[src/cache_pkg.sv]
// Shared sizes and types for the L1 data cache tag unit.
// A line address holds the set index in its low bits and the tag above it.
// Only the four-way case is supported by the LRU tree and the hit encoder.
package cache_pkg;

	// Cache geometry
	localparam int L1_NUM_WAYS = 4;
	localparam int L1_NUM_SETS = 16;
	localparam int L1_SET_INDEX_WIDTH = 4;
	localparam int L1_ADDR_WIDTH = 26;

	// The tag is whatever remains of the line address above the set index
	localparam int L1_TAG_WIDTH = L1_ADDR_WIDTH - L1_SET_INDEX_WIDTH;

	// Line address, with bits [3:0] selecting the set
	typedef logic [L1_ADDR_WIDTH - 1:0] l1_addr_t;
	typedef logic [L1_TAG_WIDTH - 1:0] l1_tag_t;
	typedef logic [L1_SET_INDEX_WIDTH - 1:0] l1_set_t;
	typedef logic [$clog2(L1_NUM_WAYS) - 1:0] l1_way_t;
	typedef logic [L1_NUM_WAYS - 1:0] l1_way_mask_t;

	// Tree pseudo-LRU bits for one set
	// Bit 0 is the root and selects the pair holding the victim (0 is ways 0-1)
	// Bit 1 selects within ways 0-1 and bit 2 within ways 2-3
	typedef logic [2:0] l1_lru_bits_t;

	// The controller is either free or in the second cycle of an invalidate
	typedef enum logic
	{
		CTRL_IDLE,
		CTRL_INVAL_PROBE
	} tag_ctrl_state_t;

endpackage

[src/sram_1r1w.sv]
// Simple dual-port RAM with one read and one write port.
// The read is registered and only updates while rd_enable_i is high.
// A read of the address being written in the same cycle returns the old data.
`timescale 1ns/1ns

module sram_1r1w
	#(parameter DATA_WIDTH = 32,
	parameter SIZE = 64)
	(input                             clk,
	input                              rd_enable_i,
	input [$clog2(SIZE) - 1:0]         rd_addr_i,
	output logic [DATA_WIDTH - 1:0]    rd_data_o,
	input                              wr_enable_i,
	input [$clog2(SIZE) - 1:0]         wr_addr_i,
	input [DATA_WIDTH - 1:0]           wr_data_i);

	// Storage array, contents are undefined until written
	logic [DATA_WIDTH - 1:0] mem [SIZE];

	always_ff @(posedge clk)
	begin
		// Both sides use nonblocking updates, so a read at the same
		// address sees the value from before this edge
		if (wr_enable_i)
			mem[wr_addr_i] <= wr_data_i;

		if (rd_enable_i)
			rd_data_o <= mem[rd_addr_i];
	end

endmodule

[src/cache_valid_array.sv]
// Valid bits for one way, one bit per set, held in flops.
// Reset clears every bit, so all lines start out invalid.
// The read is registered like the tag RAM beside it.
`timescale 1ns/1ns

module cache_valid_array
	#(parameter NUM_SETS = 32)
	(input                             clk,
	input                              reset,
	input                              rd_enable_i,
	input [$clog2(NUM_SETS) - 1:0]     rd_addr_i,
	output logic                       rd_valid_o,
	input                              wr_enable_i,
	input [$clog2(NUM_SETS) - 1:0]     wr_addr_i,
	input                              wr_valid_i);

	logic [NUM_SETS - 1:0] valid_bits;

	always_ff @(posedge clk, posedge reset)
	begin
		if (reset)
		begin
			valid_bits <= '0;
			rd_valid_o <= 1'b0;
		end
		else
		begin
			// Write lands at the edge; a read in the same cycle sees the old bit
			if (wr_enable_i)
				valid_bits[wr_addr_i] <= wr_valid_i;

			// Hold the last read result when no lookup is issued
			if (rd_enable_i)
				rd_valid_o <= valid_bits[rd_addr_i];
		end
	end

endmodule

[src/l1_cache_tag.sv]
// Tag and valid storage for the four-way L1 data cache.
// The set index goes to all ways in parallel and the hit result comes back
// one cycle later. Assumes at most one way can match a given tag.
// valid_set_o is a combinational read of a flop copy of the valid bits.
`timescale 1ns/1ns

module l1_cache_tag
	(input                             clk,
	input                              reset,

	// Lookup side
	input                              lookup_access_i,
	input cache_pkg::l1_addr_t         lookup_addr_i,

	// Update side, driven by the controller
	input                              tag_update_i,
	input                              tag_inval_one_i,
	input                              tag_inval_all_i,
	input cache_pkg::l1_way_t          update_way_i,
	input cache_pkg::l1_tag_t          update_tag_i,
	input cache_pkg::l1_set_t          update_set_i,

	// Results
	output logic                       tag_hit_o,
	output cache_pkg::l1_way_t         tag_hit_way_o,
	output cache_pkg::l1_way_mask_t    valid_set_o);

	cache_pkg::l1_set_t lookup_set;
	cache_pkg::l1_tag_t lookup_tag;
	cache_pkg::l1_tag_t lookup_tag_latched;
	logic access_latched;
	cache_pkg::l1_tag_t way_tag [cache_pkg::L1_NUM_WAYS];
	cache_pkg::l1_way_mask_t way_valid;
	cache_pkg::l1_way_mask_t way_write;
	cache_pkg::l1_way_mask_t tag_write;
	cache_pkg::l1_way_mask_t hit_oh;
	cache_pkg::l1_way_mask_t valid_copy [cache_pkg::L1_NUM_SETS];

	// Split the line address into set index and tag
	assign lookup_set = lookup_addr_i[cache_pkg::L1_SET_INDEX_WIDTH - 1:0];
	assign lookup_tag = lookup_addr_i[cache_pkg::L1_ADDR_WIDTH - 1:cache_pkg::L1_SET_INDEX_WIDTH];

	genvar way;
	generate
		for (way = 0; way < cache_pkg::L1_NUM_WAYS; way++)
		begin : gen_way
			// Valid bit changes on a fill or invalidate of this way, or on a flush
			assign way_write[way] = ((tag_update_i || tag_inval_one_i)
				&& update_way_i == cache_pkg::l1_way_t'(way)) || tag_inval_all_i;

			// The tag itself only needs writing when a line is installed
			assign tag_write[way] = tag_update_i && update_way_i == cache_pkg::l1_way_t'(way);

			sram_1r1w #(
				.DATA_WIDTH(cache_pkg::L1_TAG_WIDTH),
				.SIZE(cache_pkg::L1_NUM_SETS)) tag_mem (
				.clk(clk),
				.rd_enable_i(lookup_access_i),
				.rd_addr_i(lookup_set),
				.rd_data_o(way_tag[way]),
				.wr_enable_i(tag_write[way]),
				.wr_addr_i(update_set_i),
				.wr_data_i(update_tag_i));

			cache_valid_array #(.NUM_SETS(cache_pkg::L1_NUM_SETS)) valid_mem (
				.clk(clk),
				.reset(reset),
				.rd_enable_i(lookup_access_i),
				.rd_addr_i(lookup_set),
				.rd_valid_o(way_valid[way]),
				.wr_enable_i(way_write[way]),
				.wr_addr_i(update_set_i),
				.wr_valid_i(tag_update_i));

			// Compare in the cycle after the request, against the latched tag
			assign hit_oh[way] = way_valid[way] && way_tag[way] == lookup_tag_latched;
		end
	endgenerate

	// Request tag travels alongside the RAM read
	always_ff @(posedge clk)
	begin
		if (lookup_access_i)
			lookup_tag_latched <= lookup_tag;
	end

	// Access flag and the victim-select copy of the valid bits
	always_ff @(posedge clk, posedge reset)
	begin
		if (reset)
		begin
			access_latched <= 1'b0;
			for (int s = 0; s < cache_pkg::L1_NUM_SETS; s++)
				valid_copy[s] <= '0;
		end
		else
		begin
			access_latched <= lookup_access_i;
			for (int w = 0; w < cache_pkg::L1_NUM_WAYS; w++)
			begin
				if (way_write[w])
					valid_copy[update_set_i][w] <= tag_update_i;
			end
		end
	end

	assign valid_set_o = valid_copy[update_set_i];

	// One-hot match to way number
	always_comb
	begin
		tag_hit_way_o = '0;
		for (int w = 0; w < cache_pkg::L1_NUM_WAYS; w++)
		begin
			if (hit_oh[w])
				tag_hit_way_o = cache_pkg::l1_way_t'(w);
		end
	end

	assign tag_hit_o = access_latched && |hit_oh;

endmodule

[src/cache_lru.sv]
// Tree pseudo-LRU for the four-way cache, one 3-bit tree per set.
// The victim for victim_set_i is available combinationally.
// A touch makes the tree point away from the touched way.
`timescale 1ns/1ns

module cache_lru
	(input                             clk,
	input                              reset,
	input cache_pkg::l1_set_t          victim_set_i,
	output cache_pkg::l1_way_t         victim_way_o,
	input                              touch_i,
	input cache_pkg::l1_set_t          touch_set_i,
	input cache_pkg::l1_way_t          touch_way_i);

	cache_pkg::l1_lru_bits_t tree [cache_pkg::L1_NUM_SETS];
	cache_pkg::l1_lru_bits_t victim_bits;

	assign victim_bits = tree[victim_set_i];

	// Root picks the pair, then the pair's own bit picks the way
	always_comb
	begin
		if (victim_bits[0])
			victim_way_o = {1'b1, victim_bits[2]};
		else
			victim_way_o = {1'b0, victim_bits[1]};
	end

	always_ff @(posedge clk, posedge reset)
	begin
		if (reset)
		begin
			for (int s = 0; s < cache_pkg::L1_NUM_SETS; s++)
				tree[s] <= '0;
		end
		else if (touch_i)
		begin
			// Root points to the other pair
			tree[touch_set_i][0] <= !touch_way_i[1];

			// Pair bit points to the sibling of the touched way,
			// the other pair's bit is left alone
			if (touch_way_i[1])
				tree[touch_set_i][2] <= !touch_way_i[0];
			else
				tree[touch_set_i][1] <= !touch_way_i[0];
		end
	end

endmodule

[src/cache_tag_ctrl.sv]
// Request controller for the L1 tag unit.
// Callers raise at most one strobe per cycle and stay idle while busy_o is high.
// Invalidates take two cycles, a probe lookup then a conditional clear.
`timescale 1ns/1ns

module cache_tag_ctrl
	(input                             clk,
	input                              reset,

	// Outside requests
	input                              access_i,
	input cache_pkg::l1_addr_t         request_addr_i,
	input                              fill_i,
	input cache_pkg::l1_addr_t         fill_addr_i,
	input                              invalidate_i,
	input cache_pkg::l1_addr_t         invalidate_addr_i,
	input                              flush_i,
	input cache_pkg::l1_set_t          flush_set_i,

	// Outside responses
	output logic                       response_valid_o,
	output logic                       cache_hit_o,
	output cache_pkg::l1_way_t         hit_way_o,
	output logic                       busy_o,

	// Tag block
	output logic                       lookup_access_o,
	output cache_pkg::l1_addr_t        lookup_addr_o,
	output logic                       tag_update_o,
	output logic                       tag_inval_one_o,
	output logic                       tag_inval_all_o,
	output cache_pkg::l1_way_t         update_way_o,
	output cache_pkg::l1_tag_t         update_tag_o,
	output cache_pkg::l1_set_t         update_set_o,
	input                              tag_hit_i,
	input cache_pkg::l1_way_t          tag_hit_way_i,
	input cache_pkg::l1_way_mask_t     valid_set_i,

	// LRU
	input cache_pkg::l1_way_t          lru_victim_way_i,
	output logic                       lru_touch_o,
	output cache_pkg::l1_set_t         lru_touch_set_o,
	output cache_pkg::l1_way_t         lru_touch_way_o);

	cache_pkg::tag_ctrl_state_t state;
	cache_pkg::tag_ctrl_state_t state_nxt;
	logic ext_pending;
	cache_pkg::l1_set_t pending_set;
	cache_pkg::l1_way_t free_way;
	cache_pkg::l1_way_t fill_way;
	logic ext_hit;
	logic probe_hit;

	// Probe reuses the lookup port; only one of the two strobes is ever high
	assign lookup_access_o = access_i || invalidate_i;
	assign lookup_addr_o = invalidate_i ? invalidate_addr_i : request_addr_i;

	always_comb
	begin
		state_nxt = state;
		case (state)
			cache_pkg::CTRL_IDLE:
				if (invalidate_i)
					state_nxt = cache_pkg::CTRL_INVAL_PROBE;

			// Always one cycle, the probe result is acted on right here
			default:
				state_nxt = cache_pkg::CTRL_IDLE;
		endcase
	end

	always_ff @(posedge clk, posedge reset)
	begin
		if (reset)
		begin
			state <= cache_pkg::CTRL_IDLE;
			ext_pending <= 1'b0;
		end
		else
		begin
			state <= state_nxt;
			ext_pending <= access_i;
		end
	end

	// Set of the outstanding read, used for the hit touch and the probe clear
	always_ff @(posedge clk)
	begin
		if (lookup_access_o)
			pending_set <= lookup_addr_o[cache_pkg::L1_SET_INDEX_WIDTH - 1:0];
	end

	assign busy_o = state == cache_pkg::CTRL_INVAL_PROBE;
	assign ext_hit = ext_pending && tag_hit_i;
	assign probe_hit = busy_o && tag_hit_i;

	// Only external lookups produce a response
	assign response_valid_o = ext_pending;
	assign cache_hit_o = ext_hit;
	assign hit_way_o = tag_hit_way_i;

	// Lowest-numbered invalid way of the fill set
	always_comb
	begin
		free_way = '0;
		for (int w = cache_pkg::L1_NUM_WAYS - 1; w >= 0; w--)
		begin
			if (!valid_set_i[w])
				free_way = cache_pkg::l1_way_t'(w);
		end
	end

	// Empty ways go first, otherwise evict what the tree names
	assign fill_way = &valid_set_i ? lru_victim_way_i : free_way;

	// Write side; the probe cycle never overlaps a fill or flush
	assign tag_update_o = fill_i;
	assign tag_inval_all_o = flush_i;
	assign tag_inval_one_o = probe_hit;
	assign update_tag_o = fill_addr_i[cache_pkg::L1_ADDR_WIDTH - 1:cache_pkg::L1_SET_INDEX_WIDTH];
	assign update_way_o = fill_i ? fill_way : tag_hit_way_i;

	always_comb
	begin
		if (fill_i)
			update_set_o = fill_addr_i[cache_pkg::L1_SET_INDEX_WIDTH - 1:0];
		else if (flush_i)
			update_set_o = flush_set_i;
		else
			update_set_o = pending_set;
	end

	// A fill touch wins over a hit touch arriving in the same cycle
	assign lru_touch_o = fill_i || ext_hit;
	assign lru_touch_set_o = fill_i ? fill_addr_i[cache_pkg::L1_SET_INDEX_WIDTH - 1:0]
		: pending_set;
	assign lru_touch_way_o = fill_i ? fill_way : tag_hit_way_i;

endmodule

[src/l1_tag_unit.sv]
// Top of the L1 data cache tag unit: controller, tag storage and LRU.
// Lookups answer one cycle after access_i; invalidates hold busy_o for a cycle.
`timescale 1ns/1ns

module l1_tag_unit
	(input                             clk,
	input                              reset,
	input                              access_i,
	input cache_pkg::l1_addr_t         request_addr_i,
	input                              fill_i,
	input cache_pkg::l1_addr_t         fill_addr_i,
	input                              invalidate_i,
	input cache_pkg::l1_addr_t         invalidate_addr_i,
	input                              flush_i,
	input cache_pkg::l1_set_t          flush_set_i,
	output logic                       response_valid_o,
	output logic                       cache_hit_o,
	output cache_pkg::l1_way_t         hit_way_o,
	output logic                       busy_o);

	logic lookup_access;
	cache_pkg::l1_addr_t lookup_addr;
	logic tag_update;
	logic tag_inval_one;
	logic tag_inval_all;
	cache_pkg::l1_way_t update_way;
	cache_pkg::l1_tag_t update_tag;
	cache_pkg::l1_set_t update_set;
	logic tag_hit;
	cache_pkg::l1_way_t tag_hit_way;
	cache_pkg::l1_way_mask_t valid_set;
	cache_pkg::l1_way_t lru_victim_way;
	logic lru_touch;
	cache_pkg::l1_set_t lru_touch_set;
	cache_pkg::l1_way_t lru_touch_way;

	cache_tag_ctrl ctrl (
		.clk(clk),
		.reset(reset),
		.access_i(access_i),
		.request_addr_i(request_addr_i),
		.fill_i(fill_i),
		.fill_addr_i(fill_addr_i),
		.invalidate_i(invalidate_i),
		.invalidate_addr_i(invalidate_addr_i),
		.flush_i(flush_i),
		.flush_set_i(flush_set_i),
		.response_valid_o(response_valid_o),
		.cache_hit_o(cache_hit_o),
		.hit_way_o(hit_way_o),
		.busy_o(busy_o),
		.lookup_access_o(lookup_access),
		.lookup_addr_o(lookup_addr),
		.tag_update_o(tag_update),
		.tag_inval_one_o(tag_inval_one),
		.tag_inval_all_o(tag_inval_all),
		.update_way_o(update_way),
		.update_tag_o(update_tag),
		.update_set_o(update_set),
		.tag_hit_i(tag_hit),
		.tag_hit_way_i(tag_hit_way),
		.valid_set_i(valid_set),
		.lru_victim_way_i(lru_victim_way),
		.lru_touch_o(lru_touch),
		.lru_touch_set_o(lru_touch_set),
		.lru_touch_way_o(lru_touch_way));

	l1_cache_tag tag (
		.clk(clk),
		.reset(reset),
		.lookup_access_i(lookup_access),
		.lookup_addr_i(lookup_addr),
		.tag_update_i(tag_update),
		.tag_inval_one_i(tag_inval_one),
		.tag_inval_all_i(tag_inval_all),
		.update_way_i(update_way),
		.update_tag_i(update_tag),
		.update_set_i(update_set),
		.tag_hit_o(tag_hit),
		.tag_hit_way_o(tag_hit_way),
		.valid_set_o(valid_set));

	// Victim is looked up for the set of the incoming fill
	cache_lru lru (
		.clk(clk),
		.reset(reset),
		.victim_set_i(fill_addr_i[cache_pkg::L1_SET_INDEX_WIDTH - 1:0]),
		.victim_way_o(lru_victim_way),
		.touch_i(lru_touch),
		.touch_set_i(lru_touch_set),
		.touch_way_i(lru_touch_way));

endmodule

[config.mk]
export PLATFORM = sky130hd
export DESIGN_NAME = l1_tag_unit
export DESIGN_NICKNAME = d
export VERILOG_FILES = /design/src/cache_pkg.sv /design/src/sram_1r1w.sv /design/src/cache_valid_array.sv /design/src/l1_cache_tag.sv /design/src/cache_lru.sv /design/src/cache_tag_ctrl.sv /design/src/l1_tag_unit.sv
export SDC_FILE = /design/constraint.sdc
export NUM_CORES = 2
export LEC_CHECK = 0
export BUFFER_PORTS_ARGS = -buffer_cell sky130_fd_sc_hd__buf_2
export CORE_ASPECT_RATIO = 0.6
export CORE_UTILIZATION = 35
export CTS_CLUSTER_SIZE = 12
export DETAILED_ROUTE_END_ITERATION = 16
export GPL_TIMING_DRIVEN = 0
export PLACE_DENSITY = 0.56
export SLEW_MARGIN = 10
export SYNTH_ARGS = -nofsm -noshare
export SYNTH_HDL_FRONTEND = slang
export SYNTH_HIERARCHICAL = 1
export SYNTH_SLANG_ARGS = --single-unit
[constraint.sdc]
create_clock -name clk -period 8.53 [get_ports clk]
set_clock_uncertainty 0.1 [all_clocks]
set_input_delay 0.853 -clock clk [delete_from_list [all_inputs] [get_ports clk]]
set_output_delay 0.853 -clock clk [all_outputs]
set_load 0.005 [all_outputs]
### After elaboration in Yosys (flattened, before gate mapping)

Memory sizes are Yosys's and may differ from the RTL's. A register that Yosys moved wholly into a read port is not among the register bits.
Cells that the tools add are included.

| storage, ports and cells | value |
|---|---|
| flip-flop bits (word level) | 209 |
| RAM bits | 1,408 |
| input bits | 88 |
| word-level logic and storage cells | 167 |
| memories | 4 |

| cells by class | value |
|---|---|
| $lt $le $gt $ge | 8 |
| equal/unequal tests | 7 |
| mux-type cells | 70 |
| bitwise logic cells | 3 |
| reduce and logical (&&, ||, !) cells | 30 |

Memory list:

| name | depth | width | read ports | clocked after memory_dff | wr ports | line | text |
|---|---|---|---|---|---|---|---|
| tag.gen_way[0].tag_mem.mem | 16 | 22 | 1 | 1 | 1 | sram_1r1w.sv:18 | `logic [DATA_WIDTH - 1:0] mem [SIZE];` |
| tag.gen_way[1].tag_mem.mem | 16 | 22 | 1 | 1 | 1 | sram_1r1w.sv:18 |  |
| tag.gen_way[2].tag_mem.mem | 16 | 22 | 1 | 1 | 1 | sram_1r1w.sv:18 |  |
| tag.gen_way[3].tag_mem.mem | 16 | 22 | 1 | 1 | 1 | sram_1r1w.sv:18 |  |

Operators by type and width:

| operator | count |
|---|---|
| bitwise mux 64 bit | 4 |
| two-way mux 64 bit | 4 |
| bitwise mux 48 bit | 3 |
| equality test 22 bit | 4 |
| bitwise mux 16 bit | 4 |
| demux 4 bit (select 4 bit) | 4 |
| two-way mux 48 bit | 1 |
| demux 3 bit (select 4 bit) | 3 |
| two-way mux 26 bit | 1 |
| two-way mux 4 bit | 6 |
| two-way mux 2 bit | 11 |
| logical AND 1 bit | 18 |
| two-way mux 1 bit | 18 |
| binary-select mux 1 bit (select 4 bit) | 4 |
| binary-select mux 4 bit (select 4 bit) | 1 |
| >= comparator 5 bit (second input constant) | 3 |
| NOT 4 -> 5 bit | 3 |
| binary-select mux 3 bit (select 4 bit) | 1 |
| two-way mux 3 bit | 4 |
| less-than comparator 4 x 5 -> 1 bit (second input constant) | 2 |
| less-than comparator 5 x 1 -> 1 bit (second input constant) | 2 |
| logical OR 1 bit | 7 |
| demux 1 bit (select 4 bit) | 1 |
| equality test 2 bit (second input constant) | 2 |
| other kinds (6) | 7 |

### Longest topological paths before layout

| logic depth | value |
|---|---|
| depth in word-level cells | 22 |
| depth in mapped cells | 21 |
| gate-level depth less buffers | 14 |

### Modules after synthesis

The synthesis kept the hierarchy.

By module, submodules not included:

| module | times used | cells an instance | area each (um^2) | sequential area each (um^2) |
|---|---|---|---|---|
| sram_1r1w | 4 | 583 | 14,042.2 | 11,230.8 |
| l1_cache_tag | 1 | 422 | 5,056.1 | 2,287.2 |
| cache_valid_array | 4 | 69 | 889.6 | 425.4 |
| cache_lru | 1 | 227 | 2,478.6 | 1,201.2 |
| cache_tag_ctrl | 1 | 100 | 998.5 | 170.2 |

### Least setup slack after synthesis

No wires, ideal clock.

| timing | value |
|---|---|
| kind | input to register |
| start | input port fill_i |
| end | memory tag/gen_way[0].tag_mem/mem[0][0] in the netlist's numbering (enable) |
| arrival time | 7.770 ns |
| setup slack | 0.231 ns |
| stages | 13 |
| path buffers | 5 |
| cell sequence | buf_2 -> buf_2 -> o21ai_0 -> buf_2 -> buf_6 -> mux4_2 -> mux4_2 -> o21ai_0 -> a31oi_1 -> buf_4 -> nor3b_1 -> or3b_2 -> nor3_1 |

| between the ends | value |
|---|---|
| elaborated cells between the ends (all ways) | 16 |

RTL lines:

| what | line | text |
|---|---|---|
| start, declared | l1_tag_unit.sv:10 | `input fill_i,` |
| two-way mux 4 bit * | cache_tag_ctrl.sv:125 | `if (fill_i)` |
| named net update_set[1] | l1_tag_unit.sv:28 | `cache_pkg::l1_set_t update_set;` |
| NOT 4 -> 5 bit (implied by the code) * | l1_cache_tag.sv:107 | `assign valid_set_o = valid_copy[update_set_i];` |
| binary-select mux 4 bit (select 4 bit) * | l1_cache_tag.sv:107 |  |
| two-way mux 4 bit (implied by the code) * (2 in series) | l1_cache_tag.sv:107 |  |
| named net valid_set[2] | l1_tag_unit.sv:31 | `cache_pkg::l1_way_mask_t valid_set;` |
| two-way mux 2 bit (3 in series) | cache_tag_ctrl.sv:108 | `if (!valid_set_i[w])` |
| two-way mux 2 bit * | cache_tag_ctrl.sv:114 | `assign fill_way = &valid_set_i ? lru_victim_way_i : free_way;` |
| two-way mux 2 bit * | -- |  |
| named net lru_touch_way[0] | l1_tag_unit.sv:35 | `cache_pkg::l1_way_t lru_touch_way;` |
| zero test 2 bit * | l1_cache_tag.sv:52 | `assign tag_write[way] = tag_update_i && update_way_i == cache_pkg::l1_way_t'(way);` |
| logical AND 1 bit * | l1_cache_tag.sv:52 |  |
| named net tag.tag_write[0] | l1_cache_tag.sv:35 | `cache_pkg::l1_way_mask_t tag_write;` |
| two-way mux 1 bit * | sram_1r1w.sv:24 | `if (wr_enable_i)` |
| two-way mux 1 bit (implied by the code) * | sram_1r1w.sv:25 | `mem[wr_addr_i] <= wr_data_i;` |
| end, declared | sram_1r1w.sv:18 |  |

Mark *: on every way through the listed nets, which the timed path passes. The rest lies on a longest branch. The select of a mux whose other input is x is not followed.

### Worst setup path in the final report

| timing | value |
|---|---|
| start | input port fill_i |
| end | memory tag/gen_way[0].tag_mem/mem[0][11] in the netlist's numbering (enable) |

Same word-level chain as after synthesis.

==> impl_metrics.tcl <==
set metrics [dict create \
    timing.final.crit_share_pct 76.1 \
    timing.fmax_mhz 154 \
    syn2layout_area_growth_pct 14.3 \
    p_leak_nw 25.4 \
    cts_tree "built" \
    setup_viol_count_final 0 \
    vdd_ir_drop_max_mv 0.149 \
    crit_required_ns 8.96 \
    synth_fp_nets 3445 \
    grtUsageMet3_pct 4.92 \
    fp-row-count 125 \
    arrival_ns 6.93 \
    utilization_pct 40.3 \
    wl_per_cell_um 27.8 \
    rsz0062_at_grt "no" \
    synth_area_leader_cell "edfxtp_1" \
    grt_pass1_vias 33366 \
    grt_overflow 0 \
    placed_cell_area_mm2 0.0731 \
    yosysSeqAreaShare_pct 73.7 \
    initial_core_util_pct 35.3 \
    via_per_inst 5.39 \
    synth_top_area_share_pct 67.0 \
    ys_ff_latch 1705 \
    gr-usage-met1_pct 28.3 \
    fp.dieArea_mm2 0.197 \
    synth_area_mm2 0.0683 \
    drt_iter0_drc 4078 \
    ios 93 \
    status "complete, no violations" \
    fin_cells 6334 \
    vias 34124 \
    cts_sinks 1705 \
    relSlewSlack_pct 25.7 \
    grt_usage_pct 17.9 \
    cts_buffer_depth 4 \
    cts-htree-levels 4 \
    period_needed_ns 6.49 \
    setup_ws_ns 2.04 \
    multiInputGateArea_mm2 0.0171 \
    drt_wl_total_mm 176 \
    first_pass_iters 5 \
    postRouteAntennaNets 0 \
    clk_pin_slew_ns 0.06 \
    drc 0 \
    worst_pin_slew_ns 1.12 \
    routabilityCongestion 0.809 \
    dpl.cell_count 6078 \
    drive_above_1_share_pct 29.9 \
    die_h_um 344 \
    hpwl_mm 111 \
    yosysWarnings 6 \
    slew_viol_final 0 \
    timing.setup.tns_ns 0 \
    avgSynthCellArea_um2 20.3 \
    grt_antenna_before_repair 9 \
    numCtsBuffers 177 \
    register_area_mm2 0.0503 \
    fillers 17248 \
    dp_slack_ns 1.34 \
    grt_busiest_layer "met1" \
    worstSetupStartpointType "input port" \
    min_path_type "in -> reg" \
    ys_types 52 \
    synthCells 3357 \
    grt_pass1_wl_mm 251 \
    power_density_mw_per_mm2 242 \
    core_mm2 0.194 \
    cts_resized 0 \
    clockRootBuffer "clkbuf_16" \
    clock_latency_ns 0.82 \
    crit_type "in -> reg" \
    design_area_mm2 0.0780 \
    grt_max_degree 65 \
    whs_ns 0.0769 \
    critPathCaptureType "flip-flop" \
    grt_util_met2_pct 24.2 \
    die_w_um 572 \
    final_hold_viol_count 0 \
    power.total_mw 18.9 \
    yosys-top-cells-area "edfxtp_1 67%, mux4_2 12%, dfrtp_1 6.7%" \
    port_buffers 67 \
    nNetsFinal 3743 \
    path_max_fanout 23 \
    maxCapViolCount 0 \
]
## registers in the layout, summed over array words and instances (netlist names)
register / cells
tag/gen_way.valid_mem/rd_valid_o: 4
tag/gen_way.valid_mem/valid_bits: 64
ctrl/busy_o: 1
tag/gen_way.tag_mem/rd_data_o: 88
tag/gen_way.tag_mem/mem: 1408
tag/valid_copy: 64
ctrl/pending_set: 4
tag/lookup_tag_latched: 22
lru/tree: 48
ctrl/response_valid_o: 1
tag/access_latched: 1
## cells in the mapped netlist (all sizes together)
library cell,number
edfxtp,1522
mux4,400
dfrtp,183
a22oi,178
nand2,171
mux2,160
nor2,135
buf,114
clkbuf,82
nor3,44
xnor2,44
xor2,44
mux2i,37
inv,36
nand2b,27
nand3b,22
o21ai,21
nand3,20
nand4,20
nor4,18
nor2b,13
o21a,12
and2,8
a21oi,7
or2,7
o31ai,6
nor3b,5
a31oi,4
or3b,4
a21o,2
a41oi,2
and3,2
o41ai,2
and2b,1
and3b,1
o2111ai,1
or2b,1
or3,1
## metal layers
layer  vias up  wire (um)
met5         -          0
li1      14253          -
met2      1364      72000
met1     18300      83400
met4         0       3360
met3       207      17300
## logic make-up (layout without fill, tap and decap cells)
kind of cell           Yosys count  after routing  share of synthesized area [%]
AO/OA/AOI/OAI                  235            235                           3.07
XOR/XNOR                        88             88                           1.13
buffers and inverters          232            605                           2.05
flip-flops                    1705           1705                           73.7
multiplexers                   597            597                           16.7
other                            0              1                              0
AND/OR/NAND/NOR                500            500                           3.42
## cell usage in the layout (no fill, tap or decap), types with 34 or more instances in the layout
| master | netlist | final |
|---|---|---|
| edfxtp_1 | 1522 | 1522 |
| buf_4 | 45 | 65 |
| nand2_1 | 171 | 171 |
| dfrtp_1 | 183 | 183 |
| clkbuf_1 | 80 | 120 |
| mux4_2 | 371 | 371 |
| buf_2 | 35 | 102 |
| a22oi_1 | 98 | 98 |
| inv_1 | 36 | 34 |
| nor2_4 | 0 | 46 |
| xor2_1 | 44 | 44 |
| mux2i_1 | 37 | 37 |
| nor2_1 | 134 | 86 |
| mux2_2 | 136 | 135 |
| xnor2_1 | 44 | 44 |
| a22oi_2 | 80 | 80 |
| clkbuf_16 | 0 | 179 |
## area by class of cell
| type | count | area share, % |
|---|---|---|
| multi-input combinational | 1420 | 21.9 |
| sequential | 1705 | 64.5 |
| clock buffer | 222 | 5.99 |
| tap | 2603 | 4.17 |
| clock inverter | 32 | 0.346 |
| buffer | 196 | 1.62 |
| inverter | 36 | 0.176 |
| timing repair buffer | 119 | 1.37 |
| antenna | 1 | 0.00321 |
## where the power goes
part | internal [mW] | switching (mW)
sequential | 9.59 | 0.272
combinational | 0.900 | 1.15
clock | 3.91 | 3.10
## final timing paths
path	startpoint	to	slack, ns	cells past startpoint
worst max-delay path	fill_i	tag/gen_way[0].tag_mem/mem[0][11]$_DFFE_PP_	2.04	19
min in group asynchronous	reset	ctrl/busy_o$_DFF_PP0_	0.50	3
worst max register to register	ctrl/pending_set[0]$_DFFE_PP_	tag/gen_way[0].tag_mem/mem[0][11]$_DFFE_PP_	2.19	17
max in group asynchronous	reset	lru/tree[46]$_DFFE_PP0P_	7.09	4
worst min register to register	ctrl/busy_o$_DFF_PP0_	ctrl/busy_o$_DFF_PP0_	0.36	1
worst min-delay path	access_i	ctrl/response_valid_o$_DFF_PP0_	0.08	1
## repair_timing
action	4_1_cts	5_1_grt
hold endpoints to repair	10	0
hold buffers	1	0
endpoints found under the setup margin	0	0
setup buffers	0	0
## critical path, stage by stage
cell and delay, ns:
buf_2 0.23, buf_2 0.29, nand2_1 0.15, o21ai_4 0.10, buf_12 0.21, buf_12 0.20, buf_6 0.17, buf_8 0.16
buf_2 0.31, mux4_2 0.36, mux4_2 0.54, o21ai_0 0.11, a31oi_1 0.30, buf_4 0.31, nor3b_1 0.71, or3b_2 0.62
nor3_2 0.74, buf_6 0.26, buf_4 0.21
Power figures use the tool's default switching activity.
